## config.mk

```make
export PLATFORM = sky130hd
export DESIGN_NAME = response_mux
export DESIGN_NICKNAME = d
export VERILOG_FILES = /design/src/source/soc_bus_defines.svh /design/src/source/soc_bus_pkg.sv /design/src/source/response_mux.sv
export SDC_FILE = /design/constraint.sdc
export NUM_CORES = 1
export LEC_CHECK = 0
export ABC_CLOCK_PERIOD_IN_PS = 1000
export BUFFER_PORTS_ARGS = -buffer_cell sky130_fd_sc_hd__clkbuf_2
export CORE_MARGIN = 4
export CORE_UTILIZATION = 29
export DETAILED_ROUTE_END_ITERATION = 8
export PLACE_DENSITY = 0.8
export SYNTH_ARGS = -nofsm -noshare
export SYNTH_HDL_FRONTEND = slang
export SYNTH_SLANG_ARGS = --single-unit
export TNS_END_PERCENT = 100
```

## constraint.sdc

```tcl
create_clock -name clock -period 1 [get_ports clock]
set_input_delay 0.2 -clock clock [delete_from_list [all_inputs] [get_ports clock]]
set_output_delay 0.2 -clock clock [all_outputs]
set_load 0.01 [all_outputs]
```

## src/source/soc_bus_defines.svh

```systemverilog
`ifndef SOC_BUS_DEFINES_SVH
`define SOC_BUS_DEFINES_SVH

// Scratch RAM window, top is exclusive
`define RAM_BASE 32'h0000_0000
`define RAM_TOP  32'h0000_1000

// CLINT window
`define CLINT_BASE 32'h0200_0000
`define CLINT_TOP  32'h0201_0000

// Depth in 32-bit words, follows the window size
`define RAM_WORDS ((`RAM_TOP - `RAM_BASE) / 4)

// CLINT register offsets from the window base
`define CLINT_MSIP        32'h0000_0000
`define CLINT_MTIMECMP_LO 32'h0000_4000
`define CLINT_MTIMECMP_HI 32'h0000_4004
`define CLINT_MTIME_LO    32'h0000_BFF8
`define CLINT_MTIME_HI    32'h0000_BFFC

`endif

```

## src/source/soc_bus_pkg.sv

```systemverilog
`default_nettype none

package soc_bus_pkg;

  typedef logic [31:0] addr_t;  // Byte address
  typedef logic [31:0] data_t;
  typedef logic [3:0]  strb_t;  // All zero for a read
  typedef logic [63:0] mtime_t;

  // Master request, valid is a one-cycle pulse
  typedef struct packed {
    logic  valid;
    logic  instr;
    addr_t addr;
    data_t wdata;
    strb_t wstrb;
  } bus_req_t;

  // Target answer
  typedef struct packed {
    logic  ready;
    data_t rdata;
  } slave_rsp_t;

  // Combined answer to the master
  typedef struct packed {
    logic  ready;
    logic  error;
    data_t rdata;
  } bus_rsp_t;

endpackage

`default_nettype wire

```

## src/source/response_mux.sv

```systemverilog
`timescale 1ns/1ps
`default_nettype none

module response_mux (
  input  logic                    clock,
  input  logic                    reset,
  input  soc_bus_pkg::slave_rsp_t ram_rsp,
  input  soc_bus_pkg::slave_rsp_t clint_rsp,
  input  logic                    unmapped,
  output soc_bus_pkg::bus_rsp_t   rsp
);

  logic               error_q;
  soc_bus_pkg::data_t ram_data;
  soc_bus_pkg::data_t clint_data;

  // Error responder, answers one cycle after an unmapped request
  always_ff @(posedge clock) begin
    if (!reset) begin
      error_q <= 1'b0;
    end else begin
      error_q <= unmapped;
    end
  end

  // Only one target can be ready, so the data is AND-OR merged
  assign ram_data   = ram_rsp.ready ? ram_rsp.rdata : '0;
  assign clint_data = clint_rsp.ready ? clint_rsp.rdata : '0;

  always_comb begin
    rsp.ready = ram_rsp.ready | clint_rsp.ready | error_q;
    rsp.error = error_q;
    if (error_q) begin
      rsp.rdata = '0;  // Error carries no data
    end else begin
      rsp.rdata = ram_data | clint_data;
    end
  end

endmodule

`default_nettype wire

```

After elaboration in Yosys (flattened, before gate mapping)
Index checks and enable logic that the tools add are counted.
{"block": "classes", "bitwise_logic": 3, "muxes": 3}
{"operator": "two-way mux 32 bit", "count": 3}
{"operator": "OR 32 bit", "count": 1}
{"operator": "OR 1 bit", "count": 2}
{"block": "totals", "wordCells": 7, "register_bits": 1, "input_bits": 69, "out_inout_bits": 34}

Logic depth before layout (Yosys ltp)
{"block": "depth", "ltp_word": 3, "depth_mapped": 4, "mapped_depth_nobuf": 2}

Worst setup path before layout
No wires, ideal clock.
{"block": "synth_path", "path_type": "register to output", "start": "register error_q", "end": "output port rsp[33] (netlist bit)", "arrival_ns": 0.819, "path_buffers": 1, "t_required_ns": 0.800, "path_stages_with_launch": 3, "setup_slack_ns": -0.019, "cell_sequence": "dfxtp_1 -> clkbuf_2 -> or3_1"}
{"element": "start, declared", "line": "response_mux.sv:13", "source": "logic error_q;"}
{"element": "start signal, assigned", "line": "response_mux.sv:22", "source": "error_q <= unmapped;"}
{"element": "end, declared", "line": "response_mux.sv:10", "source": "output soc_bus_pkg::bus_rsp_t rsp"}

==> impl_metrics.toml <==
[run_status]
outcome = "complete, but fails checks"
violated_checks = "negative setup slack"

[layout]
largestRegisters = "error_q: 1 flops"
drive_above_1_share = 0.802
largest_register = "error_q"
largest_register_ffs = 1
nets = 248
layout_common_cells = "98 x clkbuf_2, 32 x nor2_1, 31 x a22oi_2"
commonest_non_fill_non_tap_cell_in_the_layout = "clkbuf_2"
area_growth_pct = 91.9
finish.cell_count_without_fillers = 205
fin_util = 0.587
antenna-diode-count = 0

[timing]
setup_tns_ps = -514
final.min_clock_period_ps = 1060
hold_viol = 0
setup_ws_ps = -56.9
slew-limit-headroom = 0.887
final-setup-viol-count = 31
max_clock_freq_mhz = 946
slew_at_the_pin_closest_to_its_max_slew_limit_ps = 170
slew_violations = 0
setup_repair_after_global_routing_missed_its_margin = "true"
layout_worst_path_cycle_share = 1.06

[die]
core-area_sq_mm = 0.00221
floorplan.die.height_um = 56.3
dieArea_sq_mm = 0.00317
io-pin-count = 103
initial_utilization = 0.306
floorplan.die.width_um = 56.3
floorplan.rows = 17

[synth]
syn_area_per_cell_sq_um = 8.46
yosys-mux-area-fraction = 0
synthAdderAreaFrac = 0
simple_gate_fraction_of_synth_area = 0.196
synthXorXnorAreaFrac = 0
yosys.area.top_type = "a22oi_2"
number_of_distinct_library_cells_after_synthesis = 11
ys_warn_count = 0
synth_top_family_by_area = "compound AO/OA/AOI/OAI gates"
synth_seq_cells = 1
synth.yosys.seq_area_share = 0.0296
synth_nets = 149
synth_cells = 80
yosysTopAreaCellShare = 0.573
netlist_area_sq_um = 677
synth_compound_gate_area_share = 0.584
yosys-top-cells-area = "a22oi_2 57%, nor2_1 18%, buf_6 8.3%"

[place]
dp.cells = 203
hpwl_mm = 2.21
buffer_ports.inserted = 102
place_congestion = 0.696

[power_and_ir_drop]
ir_drop_uv = 345
cellLeakagePower_nw = 0.701
power_density_mw_per_mm2 = 528

[detailed_routing]
detail_route.wirelength_mm = 2.60
drt_iter0_markers = 26
detailroute.via_count = 975
average_via_count_per_standard_cell = 4.76
first_pass_iters = 3
drt-wirelength-per-cell_um = 12.7
drcViolationCount = 0
drt.antenna.violating_nets = 0

[critical_path]
crit_path_max_incr_delay_ps = 390
timing.critical_path.slowest_stage_cell = "or3_4"
critical_path.cell_chain = "clkbuf_16 > or3_4 > buf_8"
critPathKind = "input port to output pin"
worst-path-buf-inv = 2
critical_path.endpoint_type = "output pin"
family_of_cells_with_the_greatest_summed_delay_on_the_critical_path = "simple AND/OR/NAND/NOR gates"
required_time_reported_for_the_critical_path_endpoint_ps = 800
critPathLaunchType = "input port"
timing.critical_path.arrival_ps = 860
crit_path_max_fanout = 5

[worst_hold_path]
timing.hold.worst_endpoint = "error_q"
hold_path_class = "input port to flip-flop"
hold_start = "unmapped"
min_delay_path_depth = 2

[grt]
grt_start_max_net_pins = 18
number_of_antenna_violations_at_the_first_check_in_global_routing = 0
gr_overflow_total = 0
grt_pass1_wl_mm = 4.14
groute.usage.overall = 0.150
met3_track_demand_over_resource = 0.0253
global_route.usage.met1 = 0.161
use_met2 = 0.307
globalRoute.busiestLayer = "met2"
via_count_of_the_first_global_routing_pass = 958

[clock_tree]
post_cts_buffers = 0
clk_transition_reported_paths_ps = 0

[flow_run]
number_of_max_cap_violations = 0
## Yosys cell counts (all sizes together)
master / number
or3: 1
clkbuf: 1
buf: 12
and2: 1
nor2: 32
dfxtp: 1
a22oi: 32
## through the flow
| stage | cell area, sq um | power (mW) | hold slack, ps | setup WS [ps] |
|---|---|---|---|---|
| final | 1300 | 0.685 | 408 | -56.9 |
| after global routing | 1300 | 0.739 | 438 | -79.5 |
| after CTS | 1300 | 0.692 | 410 | -64.3 |
| after detailed placement | 1190 | 0.642 | 409 | -98.9 |
| after global placement | 1190 | 0.631 | 400 | -92.3 |
| after floorplan | 682 | 0.368 | 322 | 17.1 |
## cells by family (layout without fill, tap and decap cells)
| kind of cell | Yosys count | count (layout) |
|---|---|---|
| simple gates | 34 | 34 |
| buf+inv | 13 | 110 |
| compound gates | 32 | 32 |
| flops | 1 | 1 |
## per-layer routing
layer / part of all wire / wire (um)
met5: 0 / 0
met2: 0.56 / 1450
met1: 0.35 / 916
met4: 0.0073 / 19
met3: 0.081 / 211
## area by class of cell
class	count	area, sq um
Sequential cell	1	20.0
Fill cell	231	913
Multi-Input combinational cell	66	533
Timing Repair Buffer	110	711
Tap cell	28	35.0
## worst max path at each step
stage               slack [ps]       to          start  cells past startpoint
floorplan                   20  rsp[33]        error_q                      2
global placement           -90  rsp[33]  clint_rsp[32]                      3
detailed placement        -100  rsp[33]  clint_rsp[32]                      3
CTS                        -60  rsp[33]  clint_rsp[32]                      3
global route               -80  rsp[26]    ram_rsp[32]                      5
finish                     -60  rsp[33]  clint_rsp[32]                      3
## what timing repair did
action / 4_1_cts / 5_1_grt
setup endpoints to repair: 32 / 33
resized for setup: 9 / 2
hold buffers: 0 / 0
cloned: 2 / 0
pin swaps: 1 / 1
## where the power goes
part / switching (mW) / internal (mW) / total (mW) / leakage, nW
clock: 0 / 0 / 0 / 0
combinational: 0.293 / 0.348 / 0.641 / 0.693
sequential: 0.00166 / 0.0429 / 0.0446 / 0.00834
Power figures use the tool's default switching activity.
