$ cat src/source/soc_bus_defines.svh
`ifndef SOC_BUS_DEFINES_SVH
`define SOC_BUS_DEFINES_SVH

// Scratch RAM window, top is exclusive
`define RAM_BASE 32'h0000_0000
`define RAM_TOP  32'h0000_1000

// CLINT window
`define CLINT_BASE 32'h0200_0000
`define CLINT_TOP  32'h0201_0000

// Depth in 32-bit words, follows the window size
`define RAM_WORDS ((`RAM_TOP - `RAM_BASE) / 4)

// CLINT register offsets from the window base
`define CLINT_MSIP        32'h0000_0000
`define CLINT_MTIMECMP_LO 32'h0000_4000
`define CLINT_MTIMECMP_HI 32'h0000_4004
`define CLINT_MTIME_LO    32'h0000_BFF8
`define CLINT_MTIME_HI    32'h0000_BFFC

`endif

$ cat src/source/soc_bus_pkg.sv
`default_nettype none

package soc_bus_pkg;

  typedef logic [31:0] addr_t;  // Byte address
  typedef logic [31:0] data_t;
  typedef logic [3:0]  strb_t;  // All zero for a read
  typedef logic [63:0] mtime_t;

  // Master request, valid is a one-cycle pulse
  typedef struct packed {
    logic  valid;
    logic  instr;
    addr_t addr;
    data_t wdata;
    strb_t wstrb;
  } bus_req_t;

  // Target answer
  typedef struct packed {
    logic  ready;
    data_t rdata;
  } slave_rsp_t;

  // Combined answer to the master
  typedef struct packed {
    logic  ready;
    logic  error;
    data_t rdata;
  } bus_rsp_t;

endpackage

`default_nettype wire

$ cat src/source/timer_clint.sv
`timescale 1ns/1ps
`default_nettype none

`include "soc_bus_defines.svh"

module timer_clint (
  input  logic                    clock,
  input  logic                    reset,
  input  soc_bus_pkg::bus_req_t   req,
  output soc_bus_pkg::slave_rsp_t rsp,
  output logic                    msip,
  output logic                    mtip,
  output soc_bus_pkg::mtime_t     mtime
);

  logic                sel_msip;
  logic                sel_cmp_lo;
  logic                sel_cmp_hi;
  logic                sel_time_lo;
  logic                sel_time_hi;
  logic                write;
  logic                msip_q;
  logic                mtip_q;
  logic                ready_q;
  soc_bus_pkg::mtime_t mtimecmp_q;
  soc_bus_pkg::mtime_t mtime_q;
  soc_bus_pkg::mtime_t mtime_next;
  soc_bus_pkg::data_t  read_data;
  soc_bus_pkg::data_t  rdata_q;

  function automatic soc_bus_pkg::data_t merge(input soc_bus_pkg::data_t old_word,
                                               input soc_bus_pkg::data_t new_word,
                                               input soc_bus_pkg::strb_t strb);
    soc_bus_pkg::data_t result;
    result = old_word;
    for (int i = 0; i < 4; i++) begin
      if (strb[i]) begin
        result[8*i +: 8] = new_word[8*i +: 8];
      end
    end
    return result;
  endfunction

  assign sel_msip    = (req.addr == `CLINT_MSIP);
  assign sel_cmp_lo  = (req.addr == `CLINT_MTIMECMP_LO);
  assign sel_cmp_hi  = (req.addr == `CLINT_MTIMECMP_HI);
  assign sel_time_lo = (req.addr == `CLINT_MTIME_LO);
  assign sel_time_hi = (req.addr == `CLINT_MTIME_HI);
  assign write       = req.valid && (req.wstrb != '0);

  // Free-running count, a write replaces the strobed bytes
  always_comb begin
    mtime_next = mtime_q + 64'd1;
    if (write && sel_time_lo) begin
      mtime_next[31:0] = merge(mtime_next[31:0], req.wdata, req.wstrb);
    end
    if (write && sel_time_hi) begin
      mtime_next[63:32] = merge(mtime_next[63:32], req.wdata, req.wstrb);
    end
  end

  always_comb begin
    read_data = '0;  // Unlisted offsets read as zero
    if (sel_msip) begin
      read_data = {31'b0, msip_q};
    end else if (sel_cmp_lo) begin
      read_data = mtimecmp_q[31:0];
    end else if (sel_cmp_hi) begin
      read_data = mtimecmp_q[63:32];
    end else if (sel_time_lo) begin
      read_data = mtime_q[31:0];
    end else if (sel_time_hi) begin
      read_data = mtime_q[63:32];
    end
  end

  always_ff @(posedge clock) begin
    if (!reset) begin
      ready_q    <= 1'b0;
      msip_q     <= 1'b0;
      mtip_q     <= 1'b0;
      mtimecmp_q <= '1;  // No timer interrupt until software sets a compare
      mtime_q    <= '0;
    end else begin
      ready_q <= req.valid;
      mtime_q <= mtime_next;
      mtip_q  <= (mtime_q >= mtimecmp_q);
      if (write && sel_msip && req.wstrb[0]) begin
        msip_q <= req.wdata[0];
      end
      if (write && sel_cmp_lo) begin
        mtimecmp_q[31:0] <= merge(mtimecmp_q[31:0], req.wdata, req.wstrb);
      end
      if (write && sel_cmp_hi) begin
        mtimecmp_q[63:32] <= merge(mtimecmp_q[63:32], req.wdata, req.wstrb);
      end
    end
  end

  always_ff @(posedge clock) begin
    if (req.valid) begin
      rdata_q <= read_data;
    end
  end

  assign rsp   = '{ready: ready_q, rdata: rdata_q};
  assign msip  = msip_q;
  assign mtip  = mtip_q;
  assign mtime = mtime_q;

endmodule

`default_nettype wire

$ cat config.mk
export PLATFORM = sky130hd
export DESIGN_NAME = timer_clint
export DESIGN_NICKNAME = d
export VERILOG_FILES = /design/src/source/soc_bus_pkg.sv /design/src/source/timer_clint.sv
export VERILOG_INCLUDE_DIRS = /design/src /design/src/source
export SDC_FILE = /design/constraint.sdc
export NUM_CORES = 1
export LEC_CHECK = 0
export ABC_AREA = 1
export ABC_CLOCK_PERIOD_IN_PS = 3050
export BUFFER_PORTS_ARGS = -buffer_cell sky130_fd_sc_hd__buf_2
export CAP_MARGIN = 20
export CORE_ASPECT_RATIO = 1.1
export CORE_MARGIN = 2
export CORE_UTILIZATION = 63
export DETAILED_ROUTE_END_ITERATION = 8
export PLACE_DENSITY = 0.95
export RECOVER_POWER = 100
export SLEW_MARGIN = 15
export SYNTH_ARGS = -nofsm -noshare
export SYNTH_HDL_FRONTEND = slang
export SYNTH_SLANG_ARGS = --single-unit
$ cat constraint.sdc
create_clock -name clock -period 3.05 [get_ports clock]
set_input_delay 0.1525 -clock clock [delete_from_list [all_inputs] [get_ports clock]]
set_output_delay 0.1525 -clock clock [all_outputs]
set_load 0.05 [all_outputs]
# == Yosys cells after proc, flatten, opt, wreduce, memory -nomap -nowiden ==
# Index checks and enable logic that the tools add are counted.
# word_totals
regBits,163
latchBits,0
ram_bits,0
rom_bits,0
inputBits,72
out_inout_bits,99
n_memories,0
# classes
n_addsub,1
mul,0
div,0
n_lt_le_gt_ge,1
n_eq_ne,4
shift,0
n_mux,15
bitwise,0
n_reduce_logical,17
# ops
operator,count
$mux W32,6
$add A64 B1 Y64 const B,1
$eq A32 B15 Y1 const B,2
$eq A32 B16 Y1 const B,2
$ge A64 B64 Y1,1
$mux W8,8
$logic_not A32 Y1,1
$reduce_and A2 Y1,8
$logic_and A1 B1 Y1,7
$reduce_bool A4 Y1,1
$mux W1,1

# == Depth between registers and ports, before layout ==
# depth
ltp_word,6
ltp_mapped,14

# == Least setup slack after synthesis ==
# No wires, ideal clock.
# synth_timing
kind,flip-flop to flip-flop
startpoint,"register mtime_q[0], in the netlist mtime[0]"
endpoint,"register mtime_q[42], in the netlist mtime[42]"
arrival_ps,2035
t_required_ps,2934
path_slack_ps,900
stages_incl_launch_ff,11
period_less_slack_ps,2150
cell_sequence,dfxtp_1 ha_1 nand3_2 nor2_2 nand2_2 nor2_2 nand3_1 nor2_1 nand2_1 a21oi_1 nor2_1
# synth_via
elab_chain_len,3
# synth_rtl
element,line_no,rtl
"start, declared",timer_clint.sv:26,soc_bus_pkg::mtime_t mtime_q;
"start signal, assigned",timer_clint.sv:86,mtime_q <= mtime_next;
$add A64 B1 Y64 *,timer_clint.sv:53,mtime_next = mtime_q + 64'd1;
$mux W8,timer_clint.sv:37,if (strb[i]) begin
$mux W32 *,timer_clint.sv:57,if (write && sel_time_hi) begin
# Every way passes the cells marked *; elsewhere a longest branch is shown, timed or not.
# A chain may end at the register's enable or synchronous reset.

# == Worst setup path after layout ==
# layout_timing
startpoint,"register mtime_q[4], in the netlist mtime[4]"
endpoint,"register mtime_q[41], in the netlist mtime[41]"
# Same word-level chain as after synthesis.

==> results.py <==
metrics = {
    "min_path": {
        "hold_path_depth": 3,
        "hp-start": "req[28]",
        "hold_path_class": "in2reg",
    },
    "floorplanning": {
        "die_height_um": 144,
        "core-area_sq_um": 17600,
        "num_rows": 51,
        "die_w_um": 132,
        "pin_count": 171,
        "fp.dieArea_sq_um": 19000,
        "initial_core_util": 0.640,
    },
    "critical_path": {
        "critPathLaunch": "mtime[4]$_SDFF_PN0_",
        "r2r_slack_ns": 0.35,
        "criticalPathCategory": "reg2reg",
        "cp.required_ns": 3.37,
        "r2r_start": "mtime[4]$_SDFF_PN0_",
        "crit_path_start_kind": "flip-flop",
        "critPathMaxFanout": 6,
        "worstRegToRegCells": 9,
        "arrival_ns": 3.02,
        "endpoint_kind": "flip-flop",
    },
    "logic_synthesis": {
        "syn_area_sq_um": 11300,
        "synth_flop_cell": "dfxtp_1",
        "ys_warn_count": 0,
        "syn_nets": 1871,
        "synthArstFlopShare": 0,
        "synth_cells": 1734,
        "ys_seq_area_frac": 0.318,
        "syn_avg_cell_area_sq_um": 6.50,
        "post_synth_num_cell_types": 42,
        "yosys_register_bits": 163,
        "synth-edff-count": 32,
    },
    "clocking": {
        "clk_latency_ns": 0.44,
        "clk_pin_slew_ns": 0.07,
        "cts_max_level": 4,
        "cts_sinks": 163,
        "cts_buffer_depth": 2,
        "cts_setup_buffers": 0,
        "cts-resized-gates": 0,
        "cts_hold_buf": 4,
        "cts_tree": "done",
        "cts_root_buf": "clkbuf_16",
        "cts_made_buffers": 17,
    },
    "power_and_ir_drop": {
        "power.share.sequential": 0.471,
        "switching_share": 0.259,
        "p_int_mw": 3.50,
        "peakVddDrop_uv": 382,
        "p_clk_frac": 0.470,
        "p_per_area_nw_per_um2": 374,
        "p_comb_frac": 0.059,
        "p_leak_nw": 6.35,
        "p_switching_mw": 1.22,
        "total_power_mw": 4.72,
    },
    "run": {
        "drv_cap": 1,
    },
    "layout": {
        "fill_cells": 1536,
        "area_growth_pct": 12.1,
        "drive_gt1_frac": 0.0713,
        "layout.cells.non_filler": 2131,
        "multi_input_area_sq_um": 6440,
        "antennaDiodeCount": 0,
        "nNetsFinal": 2017,
        "seqCellArea_sq_um": 3580,
    },
    "placed_design": {
        "dpl.hpwl_um": 30800,
        "place_inst": 2095,
        "port_buffers": 169,
        "place_congestion": 1.08,
    },
    "timing": {
        "fin_crit_sh": 0.884,
        "rsz0062_at_grt": "no",
        "skew_ns": 0.00753,
        "setup_tns_ns": 0,
        "holdWs_ns": -0.00160,
        "hold_viol": 1,
        "setup_violations": 0,
        "min_period_ns": 2.70,
        "slew_headroom": -0.481,
        "report.final.slew_viol_count": 34,
        "tightestPinTransition_ns": 2.22,
        "clock.fmax_ghz": 0.371,
    },
    "route": {
        "routed-wl-met2_um": 19300,
        "wl_um": 41400,
        "dr.pass1.iters": 8,
        "ant_nets": 0,
        "wl_met3_um": 4470,
        "drt-met1-wl_um": 14800,
        "wl_per_cell_um": 19.4,
        "top_layer_used": "met5",
        "initialDrtViolationCount": 1601,
        "drcViolationCount": 2,
        "viasPerCell": 6.07,
        "vias": 12934,
    },
    "global_route": {
        "antenna_found_initial": 1,
        "grt_use_total": 0.433,
        "grt_max_degree": 69,
        "overflow": 0,
        "grt_pass1_vias": 12042,
        "grt_pass1_wl_um": 63800,
    },
    "run_status": {
        "violations": "design-rule violations, negative hold slack, max-capacitance violations, max-slew violations",
        "status": "finished with violations",
    },
}
==> cell families (layout without fill, tap and decap cells) <==
logic type,after synthesis,after routing,synth area share
AO/OA/AOI/OAI,232,232,0.115
XOR/XNOR,34,34,0.0264
adder cells (fa/ha/maj),65,65,0.0722
buffers and inverters,279,438,0.100
flip-flops,163,163,0.318
AND/OR/NAND/NOR,961,961,0.368
==> path summary, 6_finish.rpt <==
kind	endpoint
worst max-delay path	mtime[41]$_SDFF_PN0_
worst min-delay path	mtime[56]$_SDFF_PN0_
worst max register to register	mtime[41]$_SDFF_PN0_
worst min register to register	mtimecmp_q[59]$_SDFFE_PN1P_
==> per-layer routing <==
metal  up-vias  GRT usage
met2       980      0.748
met5         -          0
li1       5932          -
met3       237     0.0726
met1      5783      0.508
met4         2      0.264
==> layout make-up <==
type | instances | share of cell area
inverters | 209 | 0.0621
clock buffers | 18 | 0.0340
flip-flops and latches | 163 | 0.284
clock inverters | 14 | 0.0121
repair buffers | 197 | 0.0748
multi-input cells | 1292 | 0.510
well taps | 238 | 0.0236
==> placed cells by master, fill, tap and decap left out, types with 2 or more instances in the layout <==
| master | count |
|---|---|
| o211ai_1 | 33 |
| clkbuf_16 | 17 |
| o21ai_1 | 2 |
| nand3b_1 | 6 |
| buf_4 | 21 |
| or2_0 | 2 |
| nor3_1 | 10 |
| bufinv_16 | 2 |
| dfxtp_1 | 131 |
| dlygate4sd3_1 | 4 |
| clkbuf_1 | 104 |
| or2_2 | 3 |
| clkinv_2 | 2 |
| buf_2 | 67 |
| nor3b_1 | 2 |
| a21oi_1 | 105 |
| nand2_2 | 2 |
| xnor2_1 | 17 |
| nand3_1 | 226 |
| inv_6 | 5 |
| clkinvlp_4 | 2 |
| nand4_1 | 22 |
| nand2_1 | 441 |
| ha_1 | 65 |
| nor2_1 | 236 |
| edfxtp_1 | 32 |
| a211oi_1 | 5 |
| xor2_1 | 17 |
| inv_1 | 209 |
| o21ai_0 | 81 |
| o21a_1 | 2 |
| nor2_2 | 7 |
==> stage by stage <==
step                 util  cell area (sq um)  worst slack (ns)
floorplan               -              11300             0.900
global placement    0.697              12300             0.765
detailed placement  0.697              12300             0.717
CTS                 0.732              12900             0.688
global route        0.717              12600             0.278
finish              0.717              12600             0.354
==> worst max-delay path, cell delays in order (launching register included) <==
cell	delay, ns
dfxtp_1	0.52
nand2_1	0.18
nor2_1	0.35
nand2_1	0.23
nor2_1	0.46
nand3b_1	0.35
nor2_1	0.16
nand2_1	0.07
a21oi_1	0.21
nor2_1	0.06
==> state kept, by name (all words and copies together) (netlist names) <==
name / flops
mtime: 64
mtimecmp_q: 64
rdata_q: 32
msip: 1
mtip: 1
ready_q: 1
==> cells in the mapped netlist (all sizes together) (2+ instances only) <==
library cell / n / area, sq um
o21a: 2 / 15.0
xnor2: 17 / 149
xor2: 17 / 149
a21oi: 105 / 526
dfxtp: 131 / 2620
nand2: 443 / 1700
nor3b: 2 / 15.0
or2: 5 / 31.3
nor3: 10 / 55.1
buf: 40 / 229
nor2: 245 / 996
inv: 209 / 785
ha: 65 / 813
a211oi: 5 / 42.5
nand3b: 6 / 45.0
nand4: 22 / 138
and2: 2 / 12.5
clkbuf: 30 / 114
nand3: 226 / 1160
o21ai: 84 / 432
edfxtp: 32 / 961
o211ai: 33 / 263
==> power by group through the flow <==
stage | sequential, mW | clock, mW | combinational (mW)
3_5_place_dp | 2.27 | 0 | 0.277
2_1_floorplan | 2.33 | 0 | 0.0910
4_1_cts | 2.22 | 2.20 | 0.282
3_3_place_gp | 2.27 | 0 | 0.272
5_1_grt | 2.22 | 2.29 | 0.292
6_report | 2.22 | 2.22 | 0.279
Note: power is estimated with default switching activity, not from simulation.
