[src/source/soc_bus_defines.svh]
`ifndef SOC_BUS_DEFINES_SVH
`define SOC_BUS_DEFINES_SVH

// Scratch RAM window, top is exclusive
`define RAM_BASE 32'h0000_0000
`define RAM_TOP  32'h0000_1000

// CLINT window
`define CLINT_BASE 32'h0200_0000
`define CLINT_TOP  32'h0201_0000

// Depth in 32-bit words, follows the window size
`define RAM_WORDS ((`RAM_TOP - `RAM_BASE) / 4)

// CLINT register offsets from the window base
`define CLINT_MSIP        32'h0000_0000
`define CLINT_MTIMECMP_LO 32'h0000_4000
`define CLINT_MTIMECMP_HI 32'h0000_4004
`define CLINT_MTIME_LO    32'h0000_BFF8
`define CLINT_MTIME_HI    32'h0000_BFFC

`endif

[src/source/soc_bus_pkg.sv]
`default_nettype none

package soc_bus_pkg;

  typedef logic [31:0] addr_t;  // Byte address
  typedef logic [31:0] data_t;
  typedef logic [3:0]  strb_t;  // All zero for a read
  typedef logic [63:0] mtime_t;

  // Master request, valid is a one-cycle pulse
  typedef struct packed {
    logic  valid;
    logic  instr;
    addr_t addr;
    data_t wdata;
    strb_t wstrb;
  } bus_req_t;

  // Target answer
  typedef struct packed {
    logic  ready;
    data_t rdata;
  } slave_rsp_t;

  // Combined answer to the master
  typedef struct packed {
    logic  ready;
    logic  error;
    data_t rdata;
  } bus_rsp_t;

endpackage

`default_nettype wire

[src/source/bus_decoder.sv]
`timescale 1ns/1ps
`default_nettype none

`include "soc_bus_defines.svh"

module bus_decoder (
  input  soc_bus_pkg::bus_req_t req,
  output soc_bus_pkg::bus_req_t ram_req,
  output soc_bus_pkg::bus_req_t clint_req,
  output logic                  unmapped
);

  logic in_ram;
  logic in_clint;

  // Window hits, independent of valid
  assign in_ram   = (req.addr >= `RAM_BASE) && (req.addr < `RAM_TOP);
  assign in_clint = (req.addr >= `CLINT_BASE) && (req.addr < `CLINT_TOP);

  always_comb begin
    ram_req.valid = 1'b0;
    clint_req.valid = 1'b0;
    unmapped = 1'b0;

    if (req.valid) begin
      if (in_ram) begin
        ram_req.valid = 1'b1;
      end else if (in_clint) begin
        clint_req.valid = 1'b1;
      end else begin
        unmapped = 1'b1;  // Old ROM, UART and AXI windows land here too
      end
    end
  end

  // Payload goes to both targets, only the valid strobe is steered
  always_comb begin
    ram_req.instr = req.instr;
    ram_req.wdata = req.wdata;
    ram_req.wstrb = req.wstrb;
    ram_req.addr  = req.addr - `RAM_BASE;

    clint_req.instr = req.instr;
    clint_req.wdata = req.wdata;
    clint_req.wstrb = req.wstrb;
    clint_req.addr  = req.addr - `CLINT_BASE;  // Offset within the CLINT
  end

endmodule

`default_nettype wire

[config.mk]
export PLATFORM = sky130hd
export DESIGN_NAME = bus_decoder
export DESIGN_NICKNAME = d
export VERILOG_FILES = /design/src/source/soc_bus_pkg.sv /design/src/source/bus_decoder.sv
export VERILOG_INCLUDE_DIRS = /design/src /design/src/source
export SDC_FILE = /design/constraint.sdc
export NUM_CORES = 1
export LEC_CHECK = 0
export BUFFER_PORTS_ARGS = -buffer_cell sky130_fd_sc_hd__buf_2
export CAP_MARGIN = 20
export CORE_AREA = 4 4 80 82
export DETAILED_ROUTE_END_ITERATION = 10
export DIE_AREA = 0 0 84 86
export PLACE_DENSITY = 0.74
export SYNTH_ARGS = -nofsm -noshare
export SYNTH_HDL_FRONTEND = slang
export SYNTH_SLANG_ARGS = --single-unit
export TNS_END_PERCENT = 10
[constraint.sdc]
create_clock -name vclk -period 0.9
set_clock_uncertainty 0.1 [all_clocks]
set_input_delay 0.09 -clock vclk [all_inputs]
set_output_delay 0.09 -clock vclk [all_outputs]
set_load 0.02 [all_outputs]
## After elaboration in Yosys (flattened, before gate mapping)

Cells that the tools add are included.

| storage, ports and cells | value |
|---|---|
| logic and storage cells | 15 |
| bits of input ports | 70 |
| register bits after elaboration | 0 |

| cells by class | value |
|---|---|
| mux-type cells | 8 |
| add/subtract/negate cells | 1 |
| reduce and logical (&&, ||, !) cells | 2 |
| $lt $le $gt $ge | 4 |

Operators by type and width:

| operator | number |
|---|---|
| >= comparator 32 x 1 -> 1 bit, second input constant | 1 |
| >= comparator 32 x 26 -> 1 bit, second input constant | 1 |
| less-than comparator 32 x 13 -> 1 bit, second input constant | 1 |
| less-than comparator 32 x 26 -> 1 bit, second input constant | 1 |
| subtractor 32 x 26 -> 32 bit, second input constant | 1 |
| 2-to-1 mux 1 bit | 8 |
| logical AND 1 bit | 2 |

## Depth between registers and ports, before layout

Gate-level depths: netlist (run 1).

| logic depth | value |
|---|---|
| depth in word-level cells | 5 |
| gate-level depth with buffers | 4 |
| depth with buffers taken out | 4 |

## Worst setup path after synthesis (run 1)

Ideal clock, no wire load.

| timing path | value |
|---|---|
| path type | input port to output port |
| start | input port req[61] (netlist name) |
| end | output port clint_req[65] (netlist name) |
| path slack | -0.359 ns |
| cell stages on the path | 4 |
| data arrival time | 1.069 ns |
| buffers on the path | 0 |
| required time | 0.710 ns |
| cell sequence | inv_1 ha_1 nor3b_1 xor2_1 |

RTL lines:

| element | line | RTL |
|---|---|---|
| start: declaration | bus_decoder.sv:7 | `input soc_bus_pkg::bus_req_t req,` |
| end: declaration | bus_decoder.sv:9 | `output soc_bus_pkg::bus_req_t clint_req,` |

## Worst setup path in the final report (run 1)

| timing path | value |
|---|---|
| start | input port req[56] (netlist name) |
| end | output port unmapped |

| between the ends | value |
|---|---|
| word-level cells in the longest chain between the ends | 5 |

Ends and longest elaborated chain:

| element | line | RTL |
|---|---|---|
| >= comparator 32 x 26 -> 1 bit (no line) / less-than comparator 32 x 26 -> 1 bit (equally long branches) | - |  |
| logical AND 1 bit | bus_decoder.sv:18 | `` assign in_clint = (req.addr >= `CLINT_BASE) && (req.addr < `CLINT_TOP); `` |
| 2-to-1 mux 1 bit | bus_decoder.sv:28 | `end else if (in_clint) begin` |
| 2-to-1 mux 1 bit (*) | bus_decoder.sv:26 | `if (in_ram) begin` |
| 2-to-1 mux 1 bit (*) | bus_decoder.sv:25 | `if (req.valid) begin` |
| end: declaration | bus_decoder.sv:10 | `output logic unmapped` |

Mark *: on every way between the ends. The rest lies on a longest branch, timed or not.

==> flow_summary.ini, run 1 <==
[setup_path]
worstPathCellList = buf_6, nor4_4, nand4_1, buf_6, o21a_4, buf_6
cp.arrival_ns = 1.06
worstPathMaxFanout = 3
timing.critical_path.mode_cell = buf_6
crit_path_max_incr_delay_ns = 0.25
cp.required_ns = 0.71
cpLargestDelayFamily = simple AND/OR/NAND/NOR gates
endpoint_kind = output pin
cp_num_buf_inv = 3
start_kind = primary input
slowest_stage = nor4_4
critical_path_class = primary input to output pin
crit_start = req[56]

[cells_and_area]
antenna_cells = 0
nets = 184
final_util = 0.168
drive_gt1_frac = 0.901
seq_cell_count = 0
synthToLayoutAreaGrowth_pct = -16.9
seq_area_um2 = 0
n_clock_buffer = 0
fin_cells = 186
final_common_cell = buf_2
final_cell_mix = buf_2, buf_4, buf_6

[worst_hold_path]
hp-start = req[21]
hold_class = primary input to output pin

[power]
p_sw_frac = 0.557
pwr-share-clk = 0
power.leakage_nw = 0.479
vdd_drop_max_mv = 0.214
power_uw = 526
switchingPower_uw = 292
p_per_area_mw_per_mm2 = 545
seq_power_share = 0
power_frac_comb = 1.000
internal_power_uw = 233

[sta]
period_share = 1.39
setup_viol = 9
fin_crit_ns = 1.25
worst_slack_ns = -0.353
timing.fmax_ghz = 0.798
hold_violations = 0
rsz0062_at_grt = yes
max_slew.worst_pin.slew_ns = 0.194
slew_viol_final = 0
finalSetupTns_ns = -1.92
maxSlewHeadroom = 0.870

[yosys]
synth_cells = 159
synth_area_mm2 = 0.00116
synth_nets = 230
synth_warnings = 0
avgSynthCellArea_um2 = 7.30
seq_area_frac_synth = 0
yosysUniqueCellTypes = 16

[routing]
dr.pass1.iters = 4
drc = 0
drt_iter0_markers = 6
via_per_inst = 3.55
ant_nets = 0
routed-via-count = 661
wirelength_mm = 2.52
wl_per_cell_um = 13.5

[placed_design]
dpl.hpwl_mm = 2.06
place.gp.congestion = 0.838
place_ws_ns = -0.470
numPortBuffers = 64
post-place-cells = 186

[global_routing]
grt_pass1_vias = 629
grt_start_max_net_pins = 6
grt_first_pass_wirelength_mm = 3.28
grt_usage = 0.0555
grt-ovfl-total = 0
antenna_found_initial = 1

[floorplan]
coreArea_mm2 = 0.00575
die_w_um = 84
rows = 28
dieArea_mm2 = 0.00722
start_util = 0.202
die_y_um = 86
ios = 211

[clocking]
postCtsSetupBuffers = 0
hold_buffers = 0

[run_status]
violations = negative setup slack
status = finished with violations

[run]
cap_violations = 0
==> final cells by class <==
cell class | count | area (um2)
fill | 641 | 4780
inverter | 4 | 18.8
multi-input combinational | 24 | 298
tap | 75 | 93.8
timing repair buffer | 83 | 554
==> power by group through the flow <==
stage | registers, mW | clock network [mW] | logic, mW
after global routing | 0 | 0 | 0.555
after CTS | 0 | 0 | 0.492
final | 0 | 0 | 0.526
after global placement | 0 | 0 | 0.446
after detailed placement | 0 | 0 | 0.450
after floorplan | 0 | 0 | 0.940
==> synthesized netlist by cell type, drive strengths merged <==
library cell | instances | area (um2)
nand4 | 1 | 6.26
ha | 1 | 12.5
nor2 | 3 | 11.3
o21ai | 1 | 5.00
nor3b | 1 | 7.51
nand3b | 1 | 7.51
o21a | 1 | 7.51
nand2 | 3 | 11.3
inv | 4 | 15.0
xor2 | 3 | 26.3
buf | 131 | 983
nor3 | 4 | 25.0
xnor2 | 2 | 17.5
nor4 | 3 | 25.0
==> stage by stage <==
step                      cell area, um2  hold slack (ns)
final                                965           0.0800
after global routing                 965           0.0800
after CTS                            907           0.0802
after detailed placement             815           0.0802
after global placement               815           0.0802
after floorplan                     1240            0.167
==> timing repair <==
item | CTS | global route
setup endpoints to repair | 9 | 9
pin swaps | 6 | 7
resized for setup | 24 | 17
==> metal layers <==
layer | track usage | up-vias | part of all wire
li1 | - | 263 | -
met1 | 0.0416 | 263 | 0.22
met2 | 0.0889 | 90 | 0.44
met3 | 0.0336 | 43 | 0.22
met4 | 0.0687 | 2 | 0.12
met5 | 0 | - | 0.0028
==> worst paths after layout <==
kind                  slack, ns  cells past startpoint       endpoint
worst max-delay path      -0.35                      6       unmapped
worst min-delay path       0.08                      0  clint_req[21]
==> cell families after synthesis <==
group / Yosys count / synth area share
buffers and inverters: 135 / 0.860
adder cells (fa/ha/maj): 1 / 0.0108
AO/OA/AOI/OAI: 2 / 0.0108
AND/OR/NAND/NOR: 16 / 0.0808
XOR/XNOR: 5 / 0.0377
Power figures use the tool's default switching activity.
==> run 2, diff against run 1 <==
- BUFFER_PORTS_ARGS: -buffer_cell sky130_fd_sc_hd__buf_2 -> default
- DONT_BUFFER_PORTS: default -> 1
- PLACE_DENSITY: 0.74 -> 0.41
- REMOVE_ABC_BUFFERS: default -> 1
- SLEW_MARGIN: default -> 20
==> run 2 against run 1 <==
Against the previous run: the flow still finishes with violations (negative setup slack); worst setup slack gained 0.21 ns; maximum frequency grew 20%; via count shrank 28%; count of clock-buffer cells in the layout is the same; core utilization shrank 9.2 points; die area is the same; worst hold slack is essentially flat; critical path depth shrank 2; critical path type unchanged; largest cell class is now multi-input combinational cells; largest power group unchanged; highest routed layer is now met4.
==> flow_summary.ini, run 2 (synthesis gave the netlist of run 1 again) <==
[global_routing]
grt_pass1_vias = 512
grt_usage = 0.197
grt_first_pass_wirelength_mm = 8.79
grt-ovfl-total = 0
antenna_found_initial = 0
grt_start_max_net_pins = 7

[run_status]
violations = negative setup slack
status = finished with violations

[placed_design]
place.gp.congestion = 0.695
numPortBuffers = 0
dpl.hpwl_mm = 7.06
post-place-cells = 113

[setup_path]
endpoint_kind = output pin
cp.arrival_ns = 0.86
worstPathCellList = nor4_4, nand4_1, nor3_2, buf_4
crit_start = req[67]
critPathCapture = clint_req[69]
cpLargestDelayFamily = simple AND/OR/NAND/NOR gates
crit_path_max_incr_delay_ns = 0.26
worstPathMaxFanout = 3
cp.depth = 4
critical_path_class = primary input to output pin
cp.required_ns = 0.71
slowest_stage = nor4_4
cp_num_buf_inv = 1
start_kind = primary input

[sta]
hold_violations = 0
whs_ns = 0.0800
worst_slack_ns = -0.147
maxSlewHeadroom = 0.845
timing.fmax_ghz = 0.955
rsz0062_at_grt = yes
max_slew.worst_pin.slew_ns = 0.231
setup_viol = 6
fin_crit_ns = 1.05
period_share = 1.16
slew_viol_final = 0

[cells_and_area]
nets = 111
antenna_cells = 0
n_clock_buffer = 0
final_util = 0.0756
drive_gt1_frac = 0.579
final_common_cell = buf_4
seq_cell_count = 0
seq_area_um2 = 0
fin_cells = 113
final_cell_mix = buf_4, nor2_1, nand2_1, xor2_1
fillers = 693
synthToLayoutAreaGrowth_pct = -62.6

[routing]
ant_nets = 0
via_per_inst = 4.24
drc = 0
drt_iter0_markers = 32
dr.pass1.iters = 5
routed-via-count = 479
wirelength_mm = 7.50
wl_per_cell_um = 66.4

[floorplan]
die_w_um = 84
dieArea_mm2 = 0.00722
ios = 211
die_y_um = 86
rows = 28
start_util = 0.202
coreArea_mm2 = 0.00575

[power]
power_uw = 140
power.leakage_nw = 0.133
vdd_drop_max_mv = 0.0799
p_per_area_mw_per_mm2 = 322

[clocking]
hold_buffers = 0
postCtsSetupBuffers = 0

[worst_hold_path]
hold_class = primary input to output pin

[run]
cap_violations = 0
## run 2: changes by cell type in the layout (fill, tap and decap cells not counted), sizes merged
cell / change
buf: -73
clkinvlp: -1
inv: +1
## run 2: timing repair
action,4_1_cts,5_1_grt
setup endpoints to repair,8,7
gates resized for setup,16,4
endpoints found under the hold margin,0,0
pin swaps,5,2
## run 2: how the worst min path moves through the flow
stage	depth (start not counted)	from	end	slack, ns
finish	0	req[59]	ram_req[59]	0.08
global route	0	req[50]	ram_req[50]	0.08
CTS	0	req[65]	ram_req[65]	0.08
detailed placement	0	req[65]	ram_req[65]	0.08
global placement	0	req[65]	ram_req[65]	0.08
floorplan	0	req[0]	clint_req[0]	0.08
## run 2: where the power goes
| part | total (mW) | switching (mW) | internal (mW) | leakage (nW) |
|---|---|---|---|---|
| registers | 0 | 0 | 0 | 0 |
| clock network | 0 | 0 | 0 | 0 |
| logic | 0.140 | 0.0732 | 0.0664 | 0.133 |
| total | 0.140 | 0.0732 | 0.0664 | 0.133 |
## run 2: metrics by stage
step	worst slack, ns	instance area (um2)	setup TNS (ns)
final	-0.147	434	-0.518
after global routing	-0.206	434	-0.919
after CTS	-0.199	413	-0.626
after detailed placement	-0.249	347	-1.15
after global placement	-0.235	347	-1.14
after floorplan	-0.359	178	-1.62
## run 2: layer usage
layer	track usage	up-vias	routed length [um]
li1	-	120	-
met3	0.256	11	2180
met1	0.116	173	1420
met5	0.00699	-	0
met4	0.0614	0	285
met2	0.341	175	3620
## run 2: layout make-up
class	count	area (um2)	share of cell area
inverters	4	25.0	0.0576
multi-input cells	24	236	0.545
well taps	75	93.8	0.216
repair buffers	10	78.8	0.182
==> run 3, diff against run 2 <==
- PLACE_DENSITY: 0.41 -> default
==> run 3 against run 2 <==
Against the previous run: the run still ends with negative setup slack left; maximum frequency down 4.8%; power down 0.63%; critical path depth unchanged; highest routed layer is now met5; global-route usage up 1.1 points.
==> flow_summary.ini, run 3 (synthesis gave the netlist of run 1 again) <==
[run]
cap_violations = 0

[sta]
period_share = 1.22
setup_viol = 7
hold_violations = 0
rsz0062_at_grt = yes
timing.fmax_ghz = 0.909
slew_viol_final = 0
fin_crit_ns = 1.10
worst_slack_ns = -0.200
maxSlewHeadroom = 0.809
max_slew.worst_pin.slew_ns = 0.284

[setup_path]
endpoint_kind = output pin
critical_path_class = primary input to output pin
start_kind = primary input
slowest_stage = nor4_4
crit_start = req[57]
cp.required_ns = 0.71
worstPathCellList = nor4_4, nand4_1, nor3_1, buf_4
crit_path_max_incr_delay_ns = 0.25
worstPathMaxFanout = 3
cp.arrival_ns = 0.91

[floorplan]
dieArea_mm2 = 0.00722
ios = 211
rows = 28
start_util = 0.202
coreArea_mm2 = 0.00575
die_y_um = 86
die_w_um = 84

[power]
pwr-share-clk = 0
power.leakage_nw = 0.140
p_sw_frac = 0.518
switchingPower_uw = 71.9
p_per_area_mw_per_mm2 = 329
vdd_drop_max_mv = 0.111
seq_power_share = 0
power_frac_comb = 1.000
internal_power_uw = 66.8
power_uw = 139

[worst_hold_path]
hp-start = req[67]
hold_class = primary input to output pin

[routing]
wl_per_cell_um = 70.1
wirelength_mm = 7.92
drt_iter0_markers = 3
dr.pass1.iters = 4
via_per_inst = 4.33
drc = 0
ant_nets = 0
routed-via-count = 489

[run_status]
status = finished with violations
violations = negative setup slack

[cells_and_area]
seq_cell_count = 0
drive_gt1_frac = 0.553
final_common_cell = buf_4
nets = 111
antenna_cells = 0
n_clock_buffer = 0
final_cell_mix = buf_4, inv_1, nor2_1, nand2_1
final_util = 0.0734
fin_cells = 113
synthToLayoutAreaGrowth_pct = -63.7
fin_area_um2 = 422
seq_area_um2 = 0

[placed_design]
dpl.hpwl_mm = 7.49
place_area_um2 = 347
post-place-cells = 113
place.gp.congestion = 0.692
numPortBuffers = 0

[global_routing]
antenna_found_initial = 1
grt_start_max_net_pins = 7
grt_pass1_vias = 525
grt_usage = 0.207
grt_first_pass_wirelength_mm = 9.16
grt-ovfl-total = 0

[clocking]
postCtsSetupBuffers = 0
hold_buffers = 0
[run 3: changes by cell type in the layout (fill, tap and decap cells not counted)]
cell	delta
xnor2_2	+1
ha_2	+1
inv_6	-2
xnor2_1	-1
ha_4	-1
inv_1	+2
nor3_1	+1
buf_6	+1
buf_4	-1
xor2_2	+1
nor3_4	-1
xor2_1	-1
[run 3: layer usage]
| metal | GRT usage | up-vias | routed length (um) |
|---|---|---|---|
| li1 | - | 118 | - |
| met4 | 0.0921 | 2 | 444 |
| met1 | 0.102 | 174 | 1270 |
| met2 | 0.351 | 175 | 3740 |
| met3 | 0.297 | 20 | 2440 |
| met5 | 0 | - | 20 |
[run 3: per-stage QoR]
| stage | TNS (ns) | worst slack [ns] | hold slack [ns] |
|---|---|---|---|
| after floorplan | -1.62 | -0.359 | 0.0800 |
| after global placement | -1.41 | -0.311 | 0.0802 |
| after detailed placement | -1.44 | -0.313 | 0.0802 |
| after CTS | -0.947 | -0.195 | 0.0802 |
| after global routing | -1.33 | -0.264 | 0.0800 |
| final | -0.852 | -0.200 | 0.0800 |
[run 3: critical path: cells and delay by family]
family	cells	cell delay, ns
buffers and inverters	1	0.17
and+or+nand+nor	3	0.65
[run 3: power by group through the flow]
stage                     Sequential, mW  Clock (mW)  Combinational [mW]
after floorplan                        0           0              0.0754
after global placement                 0           0               0.122
after detailed placement               0           0               0.123
after CTS                              0           0               0.129
after global routing                   0           0               0.150
final                                  0           0               0.139
[run 3: cell type report]
type                       count  area, um2
fill                         696       5320
tap                           75       93.8
timing repair buffer          10       82.6
multi-input combinational     24        230
inverter                       4       15.0
[run 3: what timing repair did]
item / 4_1_cts / 5_1_grt
pin swaps: 6 / 1
setup endpoints to repair: 8 / 7
resized for setup: 7 / 7
[run 3: path summary, 6_finish.rpt]
kind / depth (start not counted) / to / slack (ns)
worst max-delay path: 4 / ram_req[69] / -0.20
worst min-delay path: 0 / ram_req[67] / 0.08
